**config.mk**
```make
export PLATFORM = sky130hd
export DESIGN_NAME = csr_file
export DESIGN_NICKNAME = d
export VERILOG_FILES = /design/src/logic/csr_addr_pkg.sv /design/src/logic/csr_field_pkg.sv /design/src/logic/csr_bus_if.sv /design/src/logic/csr_write_arbiter.sv /design/src/logic/csr_mode_regs.sv /design/src/logic/csr_timer.sv /design/src/logic/csr_save_regs.sv /design/src/logic/csr_file.sv
export SDC_FILE = /design/constraint.sdc
export NUM_CORES = 1
export LEC_CHECK = 0
export BUFFER_PORTS_ARGS = -buffer_cell sky130_fd_sc_hd__clkbuf_2
export CAP_MARGIN = 0
export CORE_AREA = 10 10 260 362
export DETAILED_ROUTE_END_ITERATION = 8
export DIE_AREA = 0 0 270 372
export PLACE_DENSITY = 0.43
export SLEW_MARGIN = 20
export SYNTH_ARGS = -nofsm -noshare
export SYNTH_HDL_FRONTEND = slang
export SYNTH_HIERARCHICAL = 1
export SYNTH_SLANG_ARGS = --single-unit
```
**constraint.sdc**
```tcl
create_clock -name clk -period 10.25 [get_ports clk]
set_clock_uncertainty 0.05 [all_clocks]
set_input_delay 1.025 -clock clk [delete_from_list [all_inputs] [get_ports clk]]
set_output_delay 1.025 -clock clk [all_outputs]
set_load 0.01 [all_outputs]
```
**src/logic/csr_addr_pkg.sv**
```systemverilog
`default_nettype none

package csr_addr_pkg;

    localparam int CSR_ADDR_W = 14;

    // mode group
    localparam logic [CSR_ADDR_W-1:0] CSR_CRMD   = 14'h0;
    localparam logic [CSR_ADDR_W-1:0] CSR_PRMD   = 14'h1;
    localparam logic [CSR_ADDR_W-1:0] CSR_ECTL   = 14'h4;
    localparam logic [CSR_ADDR_W-1:0] CSR_ESTAT  = 14'h5;
    localparam logic [CSR_ADDR_W-1:0] CSR_ERA    = 14'h6;
    localparam logic [CSR_ADDR_W-1:0] CSR_EENTRY = 14'hc;

    // save group, registers follow SAVE0 back to back
    localparam logic [CSR_ADDR_W-1:0] CSR_SAVE0 = 14'h30;
    // address window reserved for save registers
    localparam int CSR_SAVE_SPAN = 16;

    // timer group
    localparam logic [CSR_ADDR_W-1:0] CSR_TID   = 14'h40;
    localparam logic [CSR_ADDR_W-1:0] CSR_TCFG  = 14'h41;
    localparam logic [CSR_ADDR_W-1:0] CSR_TVAL  = 14'h42;
    localparam logic [CSR_ADDR_W-1:0] CSR_CNTC  = 14'h43;
    localparam logic [CSR_ADDR_W-1:0] CSR_TICLR = 14'h44;

endpackage

`default_nettype wire

```
**src/logic/csr_field_pkg.sv**
```systemverilog
`default_nettype none

package csr_field_pkg;

    localparam int CSR_DATA_W = 32;
    localparam int COUNT_W    = 64;

    // crmd
    localparam int PLV_LSB  = 0;
    localparam int PLV_W    = 2;
    localparam int IE_BIT   = 2;
    localparam int DA_BIT   = 3;
    localparam int PG_BIT   = 4;
    localparam int DATF_LSB = 5;
    localparam int DATM_LSB = 7;
    localparam int CRMD_W   = 9;
    localparam logic [CSR_DATA_W-1:0] CRMD_WMASK = (32'd3 << PLV_LSB) | (32'd1 << IE_BIT)
        | (32'd1 << DA_BIT) | (32'd1 << PG_BIT) | (32'd3 << DATF_LSB) | (32'd3 << DATM_LSB);
    localparam logic [CSR_DATA_W-1:0] CRMD_RESET = 32'd1 << DA_BIT;

    // prmd
    localparam int PPLV_LSB = 0;
    localparam int PIE_BIT  = 2;
    localparam int PRMD_W   = 3;
    localparam logic [CSR_DATA_W-1:0] PRMD_WMASK = (32'd3 << PPLV_LSB) | (32'd1 << PIE_BIT);

    // interrupt enable and pending layout
    localparam int LIE_W    = 13;
    localparam int SW_IRQ_W = 2;
    localparam int HW_IRQ_W = 9;
    localparam int TI_BIT   = 11;
    localparam logic [CSR_DATA_W-1:0] ECTL_WMASK  = (32'd1 << LIE_W) - 32'd1;
    localparam logic [CSR_DATA_W-1:0] ESTAT_WMASK = (32'd1 << SW_IRQ_W) - 32'd1;

    // exception cause
    localparam int ECODE_LSB    = 16;
    localparam int ECODE_W      = 6;
    localparam int ESUBCODE_LSB = 22;
    localparam int ESUBCODE_W   = 9;

    localparam int EENTRY_ALIGN = 6;
    localparam logic [CSR_DATA_W-1:0] EENTRY_WMASK = ~((32'd1 << EENTRY_ALIGN) - 32'd1);

    // tcfg and ticlr
    localparam int TCFG_EN       = 0;
    localparam int TCFG_PERIODIC = 1;
    localparam int INITVAL_LSB   = 2;
    localparam int TICLR_CLR     = 0;

endpackage

`default_nettype wire

```
**src/logic/csr_bus_if.sv**
```systemverilog
`timescale 1ns/1ps
`default_nettype none

// write bus and read address from the arbiter to one register block
interface csr_bus_if
    import csr_addr_pkg::*, csr_field_pkg::*;
();

    logic                  we;
    logic [CSR_ADDR_W-1:0] waddr;
    logic [CSR_DATA_W-1:0] wdata;
    logic [CSR_ADDR_W-1:0] raddr;
    logic [CSR_DATA_W-1:0] rdata;

    modport arbiter (output we, output waddr, output wdata, output raddr, input rdata);

    modport block (input we, input waddr, input wdata, input raddr, output rdata);

endinterface

`default_nettype wire

```
**src/logic/csr_write_arbiter.sv**
```systemverilog
`timescale 1ns/1ps
`default_nettype none

module csr_write_arbiter
    import csr_addr_pkg::*, csr_field_pkg::*;
(
    input  logic                  wr1_en_i,
    input  logic [CSR_ADDR_W-1:0] wr1_addr_i,
    input  logic [CSR_DATA_W-1:0] wr1_data_i,
    input  logic                  wr2_en_i,
    input  logic [CSR_ADDR_W-1:0] wr2_addr_i,
    input  logic [CSR_DATA_W-1:0] wr2_data_i,
    input  logic [CSR_ADDR_W-1:0] rd_addr_i,
    output logic [CSR_DATA_W-1:0] rd_data_o,
    csr_bus_if.arbiter            bus_mode,
    csr_bus_if.arbiter            bus_timer,
    csr_bus_if.arbiter            bus_save
);

    logic                  we;
    logic [CSR_ADDR_W-1:0] waddr;
    logic [CSR_DATA_W-1:0] wdata;

    // port 1 wins, a colliding port 2 write is dropped
    assign we    = wr1_en_i | wr2_en_i;
    assign waddr = wr1_en_i ? wr1_addr_i : wr2_addr_i;
    assign wdata = wr1_en_i ? wr1_data_i : wr2_data_i;

    assign bus_mode.we     = we;
    assign bus_mode.waddr  = waddr;
    assign bus_mode.wdata  = wdata;
    assign bus_mode.raddr  = rd_addr_i;
    assign bus_timer.we    = we;
    assign bus_timer.waddr = waddr;
    assign bus_timer.wdata = wdata;
    assign bus_timer.raddr = rd_addr_i;
    assign bus_save.we     = we;
    assign bus_save.waddr  = waddr;
    assign bus_save.wdata  = wdata;
    assign bus_save.raddr  = rd_addr_i;

    // blocks return zero outside their own group
    assign rd_data_o = bus_mode.rdata | bus_timer.rdata | bus_save.rdata;

endmodule

`default_nettype wire

```
**src/logic/csr_mode_regs.sv**
```systemverilog
`timescale 1ns/1ps
`default_nettype none

module csr_mode_regs
    import csr_addr_pkg::*, csr_field_pkg::*;
(
    input  logic                  clk,
    input  logic                  rst,
    csr_bus_if.block              bus,
    input  logic                  excp_flush_i,
    input  logic [CSR_DATA_W-1:0] era_i,
    input  logic [ECODE_W-1:0]    ecode_i,
    input  logic [ESUBCODE_W-1:0] esubcode_i,
    input  logic                  ertn_flush_i,
    input  logic [HW_IRQ_W-1:0]   hw_irq_i,
    input  logic                  timer_irq_i,
    output logic                  has_int_o,
    output logic [CSR_DATA_W-1:0] eentry_o,
    output logic [CSR_DATA_W-1:0] era_o,
    output logic [PLV_W-1:0]      plv_o
);

    logic [CRMD_W-1:0]                crmd_q;
    logic [PRMD_W-1:0]                prmd_q;
    logic [LIE_W-1:0]                 lie_q;
    logic [SW_IRQ_W-1:0]              sw_irq_q;
    logic [HW_IRQ_W-1:0]              hw_irq_q;
    logic [ECODE_W-1:0]               ecode_q;
    logic [ESUBCODE_W-1:0]            esubcode_q;
    logic [CSR_DATA_W-1:0]            era_q;
    logic [CSR_DATA_W-EENTRY_ALIGN-1:0] eentry_q;
    logic [LIE_W-1:0]                 is_vec;
    logic [CSR_DATA_W-1:0]            estat_rd;
    logic                             crmd_wr;

    assign crmd_wr = bus.we && (bus.waddr == CSR_CRMD);

    // pending vector, bit 12 stays zero
    always_comb begin
        is_vec = '0;
        is_vec[SW_IRQ_W-1:0] = sw_irq_q;
        is_vec[SW_IRQ_W +: HW_IRQ_W] = hw_irq_q;
        is_vec[TI_BIT] = timer_irq_i;
    end

    always_ff @(posedge clk) begin
        if (rst) begin
            crmd_q <= CRMD_RESET[CRMD_W-1:0];
        end else if (excp_flush_i) begin
            crmd_q[PLV_LSB +: PLV_W] <= '0;
            crmd_q[IE_BIT] <= 1'b0;
        end else if (ertn_flush_i) begin
            crmd_q[PLV_LSB +: PLV_W] <= prmd_q[PPLV_LSB +: PLV_W];
            crmd_q[IE_BIT] <= prmd_q[PIE_BIT];
        end else if (crmd_wr) begin
            crmd_q <= bus.wdata[CRMD_W-1:0];
        end
    end

    always_ff @(posedge clk) begin
        if (rst) begin
            prmd_q <= '0;
        end else if (excp_flush_i) begin
            prmd_q[PPLV_LSB +: PLV_W] <= crmd_q[PLV_LSB +: PLV_W];
            prmd_q[PIE_BIT] <= crmd_q[IE_BIT];
        end else if (bus.we && bus.waddr == CSR_PRMD) begin
            prmd_q <= bus.wdata[PRMD_W-1:0];
        end
    end

    always_ff @(posedge clk) begin
        if (rst) begin
            lie_q <= '0;
        end else if (bus.we && bus.waddr == CSR_ECTL) begin
            lie_q <= bus.wdata[LIE_W-1:0];
        end
    end

    // estat, hw lines are sampled every cycle
    always_ff @(posedge clk) begin
        if (rst) begin
            sw_irq_q   <= '0;
            hw_irq_q   <= '0;
            ecode_q    <= '0;
            esubcode_q <= '0;
        end else begin
            hw_irq_q <= hw_irq_i;
            if (excp_flush_i) begin
                ecode_q    <= ecode_i;
                esubcode_q <= esubcode_i;
            end else if (bus.we && bus.waddr == CSR_ESTAT) begin
                sw_irq_q <= bus.wdata[SW_IRQ_W-1:0];
            end
        end
    end

    always_ff @(posedge clk) begin
        if (excp_flush_i) begin
            era_q <= era_i;
        end else if (bus.we && bus.waddr == CSR_ERA) begin
            era_q <= bus.wdata;
        end
    end

    always_ff @(posedge clk) begin
        if (rst) begin
            eentry_q <= '0;
        end else if (bus.we && bus.waddr == CSR_EENTRY) begin
            eentry_q <= bus.wdata[CSR_DATA_W-1:EENTRY_ALIGN];
        end
    end

    always_comb begin
        estat_rd = '0;
        estat_rd[LIE_W-1:0] = is_vec;
        estat_rd[ECODE_LSB +: ECODE_W] = ecode_q;
        estat_rd[ESUBCODE_LSB +: ESUBCODE_W] = esubcode_q;
    end

    always_comb begin
        case (bus.raddr)
            CSR_CRMD:   bus.rdata = CSR_DATA_W'(crmd_q);
            CSR_PRMD:   bus.rdata = CSR_DATA_W'(prmd_q);
            CSR_ECTL:   bus.rdata = CSR_DATA_W'(lie_q);
            CSR_ESTAT:  bus.rdata = estat_rd;
            CSR_ERA:    bus.rdata = era_q;
            CSR_EENTRY: bus.rdata = eentry_o;
            default:    bus.rdata = '0;
        endcase
    end

    // forwarded level, flushes take priority over a crmd write
    always_comb begin
        if (excp_flush_i) begin
            plv_o = '0;
        end else if (ertn_flush_i) begin
            plv_o = prmd_q[PPLV_LSB +: PLV_W];
        end else if (crmd_wr) begin
            plv_o = bus.wdata[PLV_LSB +: PLV_W];
        end else begin
            plv_o = crmd_q[PLV_LSB +: PLV_W];
        end
    end

    assign has_int_o = (|(lie_q & is_vec)) & crmd_q[IE_BIT];
    assign eentry_o  = {eentry_q, {EENTRY_ALIGN{1'b0}}};
    assign era_o     = era_q;

endmodule

`default_nettype wire

```
**src/logic/csr_timer.sv**
```systemverilog
`timescale 1ns/1ps
`default_nettype none

module csr_timer
    import csr_addr_pkg::*, csr_field_pkg::*;
#(
    parameter logic [CSR_DATA_W-1:0] TIMER_ID_RESET = '0
) (
    input  logic                  clk,
    input  logic                  rst,
    csr_bus_if.block              bus,
    output logic                  timer_irq_o,
    output logic [COUNT_W-1:0]    timer_64_o,
    output logic [CSR_DATA_W-1:0] tid_o
);

    logic [CSR_DATA_W-1:0] tid_q;
    logic [CSR_DATA_W-1:0] tcfg_q;
    logic [CSR_DATA_W-1:0] tval_q;
    logic [CSR_DATA_W-1:0] cntc_q;
    logic [COUNT_W-1:0]    count_q;
    logic                  timer_en_q;
    logic                  pending_q;
    logic                  tcfg_wr;
    logic                  expire;

    assign tcfg_wr = bus.we && (bus.waddr == CSR_TCFG);
    assign expire  = timer_en_q && (tval_q == '0);

    always_ff @(posedge clk) begin
        if (rst) begin
            tid_q  <= TIMER_ID_RESET;
            tcfg_q <= '0;
            cntc_q <= '0;
        end else if (bus.we) begin
            if (bus.waddr == CSR_TID) tid_q <= bus.wdata;
            if (tcfg_wr) tcfg_q <= bus.wdata;
            if (bus.waddr == CSR_CNTC) cntc_q <= bus.wdata;
        end
    end

    always_ff @(posedge clk) begin
        if (rst) begin
            timer_en_q <= 1'b0;
            pending_q  <= 1'b0;
        end else begin
            if (tcfg_wr) begin
                timer_en_q <= bus.wdata[TCFG_EN];
            end else if (expire) begin
                timer_en_q <= tcfg_q[TCFG_PERIODIC];
            end
            // clear wins over a same-cycle expiry
            if (bus.we && bus.waddr == CSR_TICLR && bus.wdata[TICLR_CLR]) begin
                pending_q <= 1'b0;
            end else if (expire) begin
                pending_q <= 1'b1;
            end
        end
    end

    // countdown, initval is in units of four cycles
    always_ff @(posedge clk) begin
        if (tcfg_wr) begin
            tval_q <= {bus.wdata[CSR_DATA_W-1:INITVAL_LSB], {INITVAL_LSB{1'b0}}};
        end else if (timer_en_q) begin
            if (tval_q != '0) begin
                tval_q <= tval_q - 1'b1;
            end else if (tcfg_q[TCFG_PERIODIC]) begin
                tval_q <= {tcfg_q[CSR_DATA_W-1:INITVAL_LSB], {INITVAL_LSB{1'b0}}};
            end else begin
                tval_q <= '1;
            end
        end
    end

    always_ff @(posedge clk) begin
        if (rst) begin
            count_q <= '0;
        end else begin
            count_q <= count_q + 1'b1;
        end
    end

    always_comb begin
        case (bus.raddr)
            CSR_TID:  bus.rdata = tid_q;
            CSR_TCFG: bus.rdata = tcfg_q;
            CSR_TVAL: bus.rdata = tval_q;
            CSR_CNTC: bus.rdata = cntc_q;
            default:  bus.rdata = '0;
        endcase
    end

    assign timer_irq_o = pending_q;
    assign timer_64_o  = count_q + {{(COUNT_W-CSR_DATA_W){cntc_q[CSR_DATA_W-1]}}, cntc_q};
    assign tid_o       = tid_q;

endmodule

`default_nettype wire

```
**src/logic/csr_save_regs.sv**
```systemverilog
`timescale 1ns/1ps
`default_nettype none

module csr_save_regs
    import csr_addr_pkg::*, csr_field_pkg::*;
#(
    parameter int NUM_SAVE = 4
) (
    input  logic     clk,
    csr_bus_if.block bus
);

    logic [CSR_DATA_W-1:0] save_q [NUM_SAVE];

    always_ff @(posedge clk) begin
        for (int i = 0; i < NUM_SAVE; i++) begin
            if (bus.we && bus.waddr == CSR_ADDR_W'(CSR_SAVE0 + i)) begin
                save_q[i] <= bus.wdata;
            end
        end
    end

    // zero outside SAVE0 .. SAVE0+NUM_SAVE-1
    always_comb begin
        bus.rdata = '0;
        for (int i = 0; i < NUM_SAVE; i++) begin
            if (bus.raddr == CSR_ADDR_W'(CSR_SAVE0 + i)) begin
                bus.rdata = save_q[i];
            end
        end
    end

endmodule

`default_nettype wire

```
**src/logic/csr_file.sv**
```systemverilog
`timescale 1ns/1ps
`default_nettype none

module csr_file
    import csr_addr_pkg::*, csr_field_pkg::*;
#(
    parameter int                    NUM_SAVE       = 4,
    parameter logic [CSR_DATA_W-1:0] TIMER_ID_RESET = '0
) (
    input  logic                  clk,
    input  logic                  rst,
    input  logic                  wr1_en_i,
    input  logic [CSR_ADDR_W-1:0] wr1_addr_i,
    input  logic [CSR_DATA_W-1:0] wr1_data_i,
    input  logic                  wr2_en_i,
    input  logic [CSR_ADDR_W-1:0] wr2_addr_i,
    input  logic [CSR_DATA_W-1:0] wr2_data_i,
    input  logic [CSR_ADDR_W-1:0] rd_addr_i,
    output logic [CSR_DATA_W-1:0] rd_data_o,
    input  logic                  excp_flush_i,
    input  logic [CSR_DATA_W-1:0] era_i,
    input  logic [ECODE_W-1:0]    ecode_i,
    input  logic [ESUBCODE_W-1:0] esubcode_i,
    input  logic                  ertn_flush_i,
    input  logic [HW_IRQ_W-1:0]   hw_irq_i,
    output logic                  has_int_o,
    output logic [CSR_DATA_W-1:0] eentry_o,
    output logic [CSR_DATA_W-1:0] era_o,
    output logic [PLV_W-1:0]      plv_o,
    output logic [COUNT_W-1:0]    timer_64_o,
    output logic [CSR_DATA_W-1:0] tid_o
);

    logic timer_irq;

    csr_bus_if bus_mode ();
    csr_bus_if bus_timer ();
    csr_bus_if bus_save ();

    csr_write_arbiter u_arbiter (
        .wr1_en_i   (wr1_en_i),
        .wr1_addr_i (wr1_addr_i),
        .wr1_data_i (wr1_data_i),
        .wr2_en_i   (wr2_en_i),
        .wr2_addr_i (wr2_addr_i),
        .wr2_data_i (wr2_data_i),
        .rd_addr_i  (rd_addr_i),
        .rd_data_o  (rd_data_o),
        .bus_mode   (bus_mode.arbiter),
        .bus_timer  (bus_timer.arbiter),
        .bus_save   (bus_save.arbiter)
    );

    csr_mode_regs u_mode (
        .clk          (clk),
        .rst          (rst),
        .bus          (bus_mode.block),
        .excp_flush_i (excp_flush_i),
        .era_i        (era_i),
        .ecode_i      (ecode_i),
        .esubcode_i   (esubcode_i),
        .ertn_flush_i (ertn_flush_i),
        .hw_irq_i     (hw_irq_i),
        .timer_irq_i  (timer_irq),
        .has_int_o    (has_int_o),
        .eentry_o     (eentry_o),
        .era_o        (era_o),
        .plv_o        (plv_o)
    );

    csr_timer #(
        .TIMER_ID_RESET (TIMER_ID_RESET)
    ) u_timer (
        .clk         (clk),
        .rst         (rst),
        .bus         (bus_timer.block),
        .timer_irq_o (timer_irq),
        .timer_64_o  (timer_64_o),
        .tid_o       (tid_o)
    );

    csr_save_regs #(
        .NUM_SAVE (NUM_SAVE)
    ) u_save (
        .clk (clk),
        .bus (bus_save.block)
    );

endmodule

`default_nettype wire

```
* After elaboration in Yosys (flattened, before gate mapping) *
Memory sizes are Yosys's and may differ from the RTL's.
Cells that the tools add are included.

storage, ports and cells
  bits in registers = 303
  memory bits (writable) = 128
  bits of input ports = 168
  output and inout port bits = 195
  logic and storage cells = 129
  memories = 1

operators by class
  add/subtract/negate cells = 3
  eq/ne operators = 26
  mux-type cells = 40
  bitwise operators = 7
  reductions and logical operators = 34

memory list
  memory         words  bits a word  read ports  clocked after memory_dff  wr ports  RTL line             RTL
  u_save.save_q  4      32           4           0                         1         csr_save_regs.sv:13  logic [CSR_DATA_W-1:0] save_q [NUM_SAVE];

operators by type and width
  cell                     number
  $mux W32                 14
  $pmux W32 S6             1
  $pmux W32 S4             1
  $eq A14 B6 Y1 const B    8
  $eq A14 B7 Y1 const B    8
  $reduce_or A32 Y1        3
  $eq A14 B3 Y1 const B    6
  $add A64 B1 Y64 const B  1
  $add A64 B64 Y64         1
  $or A32 B32 Y32          2
  $logic_not A32 Y1        1
  $reduce_bool A32 Y1      1
  $sub A32 B1 Y32 const B  1
  $eq A14 B1 Y1 const B    2
  $eq A14 B4 Y1 const B    2
  $logic_not A14 Y1        2
  $logic_and A1 B1 Y1      14
  $mux W14                 1
  $and A13 B12 Y13         1
  $mux W1                  13
  $reduce_or A13 Y1        1
  $mux W2                  6
  $mux W3                  4
  $reduce_bool A2 Y1       5
  other kinds (6)          11

* Depth between registers and ports, before layout *
  word-level depth = 9
  gate-level depth with buffers = 15

* Cells and area by module *
Netlist, hierarchy kept.

by module, submodules not included
  module             instances  cells an instance  area an instance (um2)  sequential area each (um2)
  csr_timer          1          1631               12862.3                 4184.0
  csr_mode_regs      1          504                5305.1                  2502.4
  csr_save_regs      1          222                5073.6                  3843.7
  csr_write_arbiter  1          220                1904.3                  0.0

* Least setup slack after synthesis *
OpenSTA, ideal clock, no wires.

  kind = input to register
  start = input wr1_en_i
  end = memory u_save.save_q[0][0], enable pin
  arrival time = 5482 ps
  required time = 9699 ps
  slack = 4216 ps
  stages on the path = 5
  cells stage by stage = buf_2 > mux2_2 > buf_4 > or4b_1 > nor4_1

between the ends
  word-level cells in the longest chain between the ends = 9
  elaborated cells between the ends (all ways) = 27
  those cells by class = 4 x eq/ne; 15 x mux; 1 x bitwise; 7 x reduce/logical

RTL lines
  what                                                                      RTL line                 RTL
  start, declared                                                           csr_file.sv:12           input logic wr1_en_i,
  $mux W14 (*)                                                              csr_write_arbiter.sv:26  assign waddr = wr1_en_i ? wr1_addr_i : wr2_addr_i;
  named net bus_mode.waddr[10]                                              csr_bus_if.sv:10         logic [CSR_ADDR_W-1:0] waddr;
  $eq A14 B6 Y1                                                             csr_save_regs.sv:17      if (bus.we && bus.waddr == CSR_ADDR_W'(CSR_SAVE0 + i)) begin
  $logic_and A1 B1 Y1                                                       csr_save_regs.sv:17
  $mux W1                                                                   csr_save_regs.sv:17
  $mux W1 (implied by the code)                                             csr_save_regs.sv:18      save_q[i] <= bus.wdata;
  $reduce_or A32 Y1 (no source line)                                        --
  $mux W2 (no source line) / $mux W1 (equally long branches) (3 in series)  --
  end, declared                                                             csr_save_regs.sv:13

The timed path passes the listed nets; every way through them passes the cells marked *.

* Worst setup path after layout *
  start = input rd_addr_i[2]
  end = output rd_data_o[27]

between the ends
  elaborated cells between the ends (all ways) = 22
  those cells by class = 13 x eq/ne; 6 x mux; 2 x bitwise; 1 x reduce/logical

RTL lines
  what                               RTL line                 RTL
  start, declared                    csr_file.sv:18           input logic [CSR_ADDR_W-1:0] rd_addr_i,
  $eq A14 B7 Y1                      csr_timer.sv:85          case (bus.raddr)
  $pmux W32 S4 (*)                   csr_timer.sv:85
  named net bus_timer.rdata[27]      csr_bus_if.sv:13         logic [CSR_DATA_W-1:0] rdata;
  $or A32 B32 Y32 (*) (2 in series)  csr_write_arbiter.sv:43  assign rd_data_o = bus_mode.rdata | bus_timer.rdata | bus_save.rdata;
  end, declared                      csr_file.sv:19           output logic [CSR_DATA_W-1:0] rd_data_o,

Marks and branches as above.

==> impl_metrics.toml <==
[worst_hold_path]
holdPathStages = 2
min_to = "u_timer/tcfg_q[0]"
worstHoldStart = "u_timer/tcfg_q[0]"
hp-class = "reg2reg"

[worst_setup_path]
r2r_start = "u_timer/tval_q[23]"
cp.depth = 9
cp_slowest_cell = "nand3_1"
worstPathArrival_ns = 4.17
worstRegToRegCells = 8
max_stage_delay_ns = 0.59
critPathTopFamily = "simple AND/OR/NAND/NOR gates"
worstPathMaxFanout = 19
end_kind = "output port"
cp_common_cell = "clkbuf_2"
worstPathRequired_ns = 9.18
cp-start-kind = "primary input"
crit_start = "rd_addr_i[2]"
r2r_slack_ns = 6.34
crit_chain = "clkbuf_2, nor4b_1, nand3_1, inv_1, and3_1, buf_4, a221o_1, or3_1, clkbuf_2"
worstSetupPathType = "in2out"
timing.rr.end = "u_timer/tval_q[22]"
critPathBufInv = 4

[yosys]
yosysTopAreaCell = "edfxtp_1"
yosysTopAreaCellShare = 0.2269
synth.avg_cell_area_um2 = 9.758
synth-edff-count = 190
synth.area.top_cells = "edfxtp_1 (23%), dfxtp_1 (19%), nand2_1 (4.5%), buf_4 (4.3%), a21oi_1 (4.1%)"
netlist_instances = 2577
synth_warnings = 6
synth_most_common_cell = "nand2_1"
syn_area_um2 = 25150
yosys.cell_types.count = 103
ys.flop_type = "dfxtp_1"
yosysSeqAreaShare = 0.4188
synth_common_cells = "nand2_1 (304), dfxtp_1 (241), a21oi_1 (208), edfxtp_1 (190), nor2_1 (185)"
ys_async_sr_fraction = 0
synth-seq-cells = 431

[power_and_ir_drop]
irDropWorstVdd_mv = 0.1385
totalPowerFinal_mw = 3.870
p_per_area_nw_per_um2 = 135.2
leakage_nw = 11.72

[placement]
placed_area_um2 = 26980
place_congestion = 0.8533
portBuffers = 356
dp_hpwl_um = 70390

[clock_network]
cts_setup_buffers = 0
root_buffer = "clkbuf_16"
cts_hold_buf = 0
cts_tree = "built"
path_clk_slew_ns = 0.06
cts_resized = 0
cts.htree.levels = 2
clkSinkCount = 431
max-clock-path-buffers = 3
clk_latency_ns = 0.62
cts_inserted_buffers = 49

[grt]
grt_pass1_wl_um = 140300
grt_max_degree = 98
grt_usage = 0.1827
grt_remaining_overflow = 0
grt_pass1_vias = 21450
antenna_found_initial = 1

[timing]
fin_crit_sh = 0.5116
max_slew_margin = 0.3091
hold_viol_final = 0
rsz0062_at_grt = "false"
clock.fmax_mhz = 190.7
fin_tns_setup_ns = 0
fin_crit_ns = 5.244
tightestPinTransition_ns = 1.036
setup_viol = 0
slew_violations = 0

[detailed_routing]
avgRoutedWirePerCell_um = 24.26
final_antenna_net_count = 0
drc_errors = 0
via_per_inst = 5.211
drt_wl_total_um = 95810
vias = 20580
first_pass_iters = 5
drt_iter0_markers = 1387

[finish]
fin_area_um2 = 28620
multi_input_area_um2 = 12810
fin_nets = 2963
regArea_um2 = 10530
syn2layout_area_growth_pct = 13.83
drive_gt1_frac = 0.2337
fillers = 9112
fin_util = 0.3266

[die]
dieHeight_um = 372
rows = 129
die-area_um2 = 100400
die_w_um = 270
initial_utilization = 0.2869
core_um2 = 87640
io_pins = 363

[flow_run]
drv_cap = 0

[status]
outcome = "complete, no violations"
==> worst reg2reg max path, stage by stage (launching register included) <==
cell,delay [ns]
edfxtp_1,0.45
or4_4,0.60
nor4_4,0.17
nand2b_1,0.18
nor4_4,0.27
and4_2,0.87
nand2_2,0.58
o22ai_1,0.33
o21ai_0,0.12
==> per-stage QoR <==
step	worst slack [ns]	instances	hold WS, ns
final	5.006	3949	0.4172
after global routing	4.757	3947	0.4332
after CTS	5.005	3947	0.4156
after detailed placement	5.006	3856	0.4065
after global placement	5.031	3856	0.3995
after floorplan	4.216	2582	0.3860
==> report_power, final <==
group          total, mW  switching [mW]  internal [mW]
sequential          1.83          0.0152           1.82
clock               1.79           0.774           1.02
combinational      0.242           0.147         0.0950
==> registers in the layout, indices dropped and copies added (netlist names), 6 cells and up <==
signal / cells
u_timer/cntc_q: 32
u_mode/hw_irq_q: 9
u_timer/tcfg_q: 32
u_timer/count_q: 64
u_mode/lie_q: 13
u_timer/tval_q: 32
u_mode/esubcode_q: 9
u_save/save_q: 128
u_mode/crmd_q: 9
u_mode/ecode_q: 6
u_mode/eentry_q: 26
u_timer/tid_o: 32
u_mode/era_o: 32
==> layer usage <==
layer  vias to the layer above  GRT usage  part of all wire
li1                       9636          -                 -
met1                     10170     0.2054              0.39
met2                       647     0.3366              0.52
met3                       122    0.03824             0.058
met4                         0    0.06427             0.033
met5                         -          0                 0
==> worst max path at each step <==
stage,endpoint
floorplan,u_save/save_q[0][0]
global placement,rd_data_o[27]
detailed placement,rd_data_o[27]
CTS,rd_data_o[27]
global route,rd_data_o[27]
finish,rd_data_o[27]
==> layout make-up <==
type                            instances  area share
Tap cell                             1179     0.05154
Antenna cell                            2   0.0001749
Sequential cell                       431      0.3679
Clock inverter                         20    0.005770
Clock buffer                           71     0.05101
Multi-Input combinational cell       1814      0.4475
Inverter                               49    0.006426
Timing Repair Buffer                  383     0.06972
==> layout by cell type (no fill, tap or decap), types with 20 or more instances in the layout <==
| cell type | count |
|---|---|
| mux4_2 | 33 |
| nand2_1 | 303 |
| mux2i_1 | 55 |
| nor2_1 | 182 |
| a21oi_1 | 208 |
| ha_1 | 66 |
| nand4_1 | 33 |
| a21o_1 | 36 |
| mux2_2 | 52 |
| inv_1 | 49 |
| edfxtp_1 | 190 |
| xnor2_1 | 63 |
| a221o_1 | 34 |
| nor2b_1 | 31 |
| buf_4 | 28 |
| dfxtp_1 | 241 |
| nor3_1 | 36 |
| and3_1 | 20 |
| and4_1 | 41 |
| xor2_1 | 76 |
| nand3_1 | 52 |
| clkbuf_16 | 50 |
| or3_1 | 49 |
| a22o_1 | 35 |
| o21ai_0 | 81 |
| mux2_4 | 29 |
| clkbuf_2 | 352 |
==> cell families after synthesis <==
logic type / Yosys count / share of synthesized area
flip-flops: 431 / 0.4188
XOR/XNOR: 139 / 0.04842
other: 1 / 0.0001491
buffers and inverters: 337 / 0.07698
AO/OA/AOI/OAI: 548 / 0.1452
AND/OR/NAND/NOR: 883 / 0.1827
multiplexers: 171 / 0.09414
adder cells (fa/ha/maj): 67 / 0.03364
No activity file was read; power rests on OpenSTA's default activity.
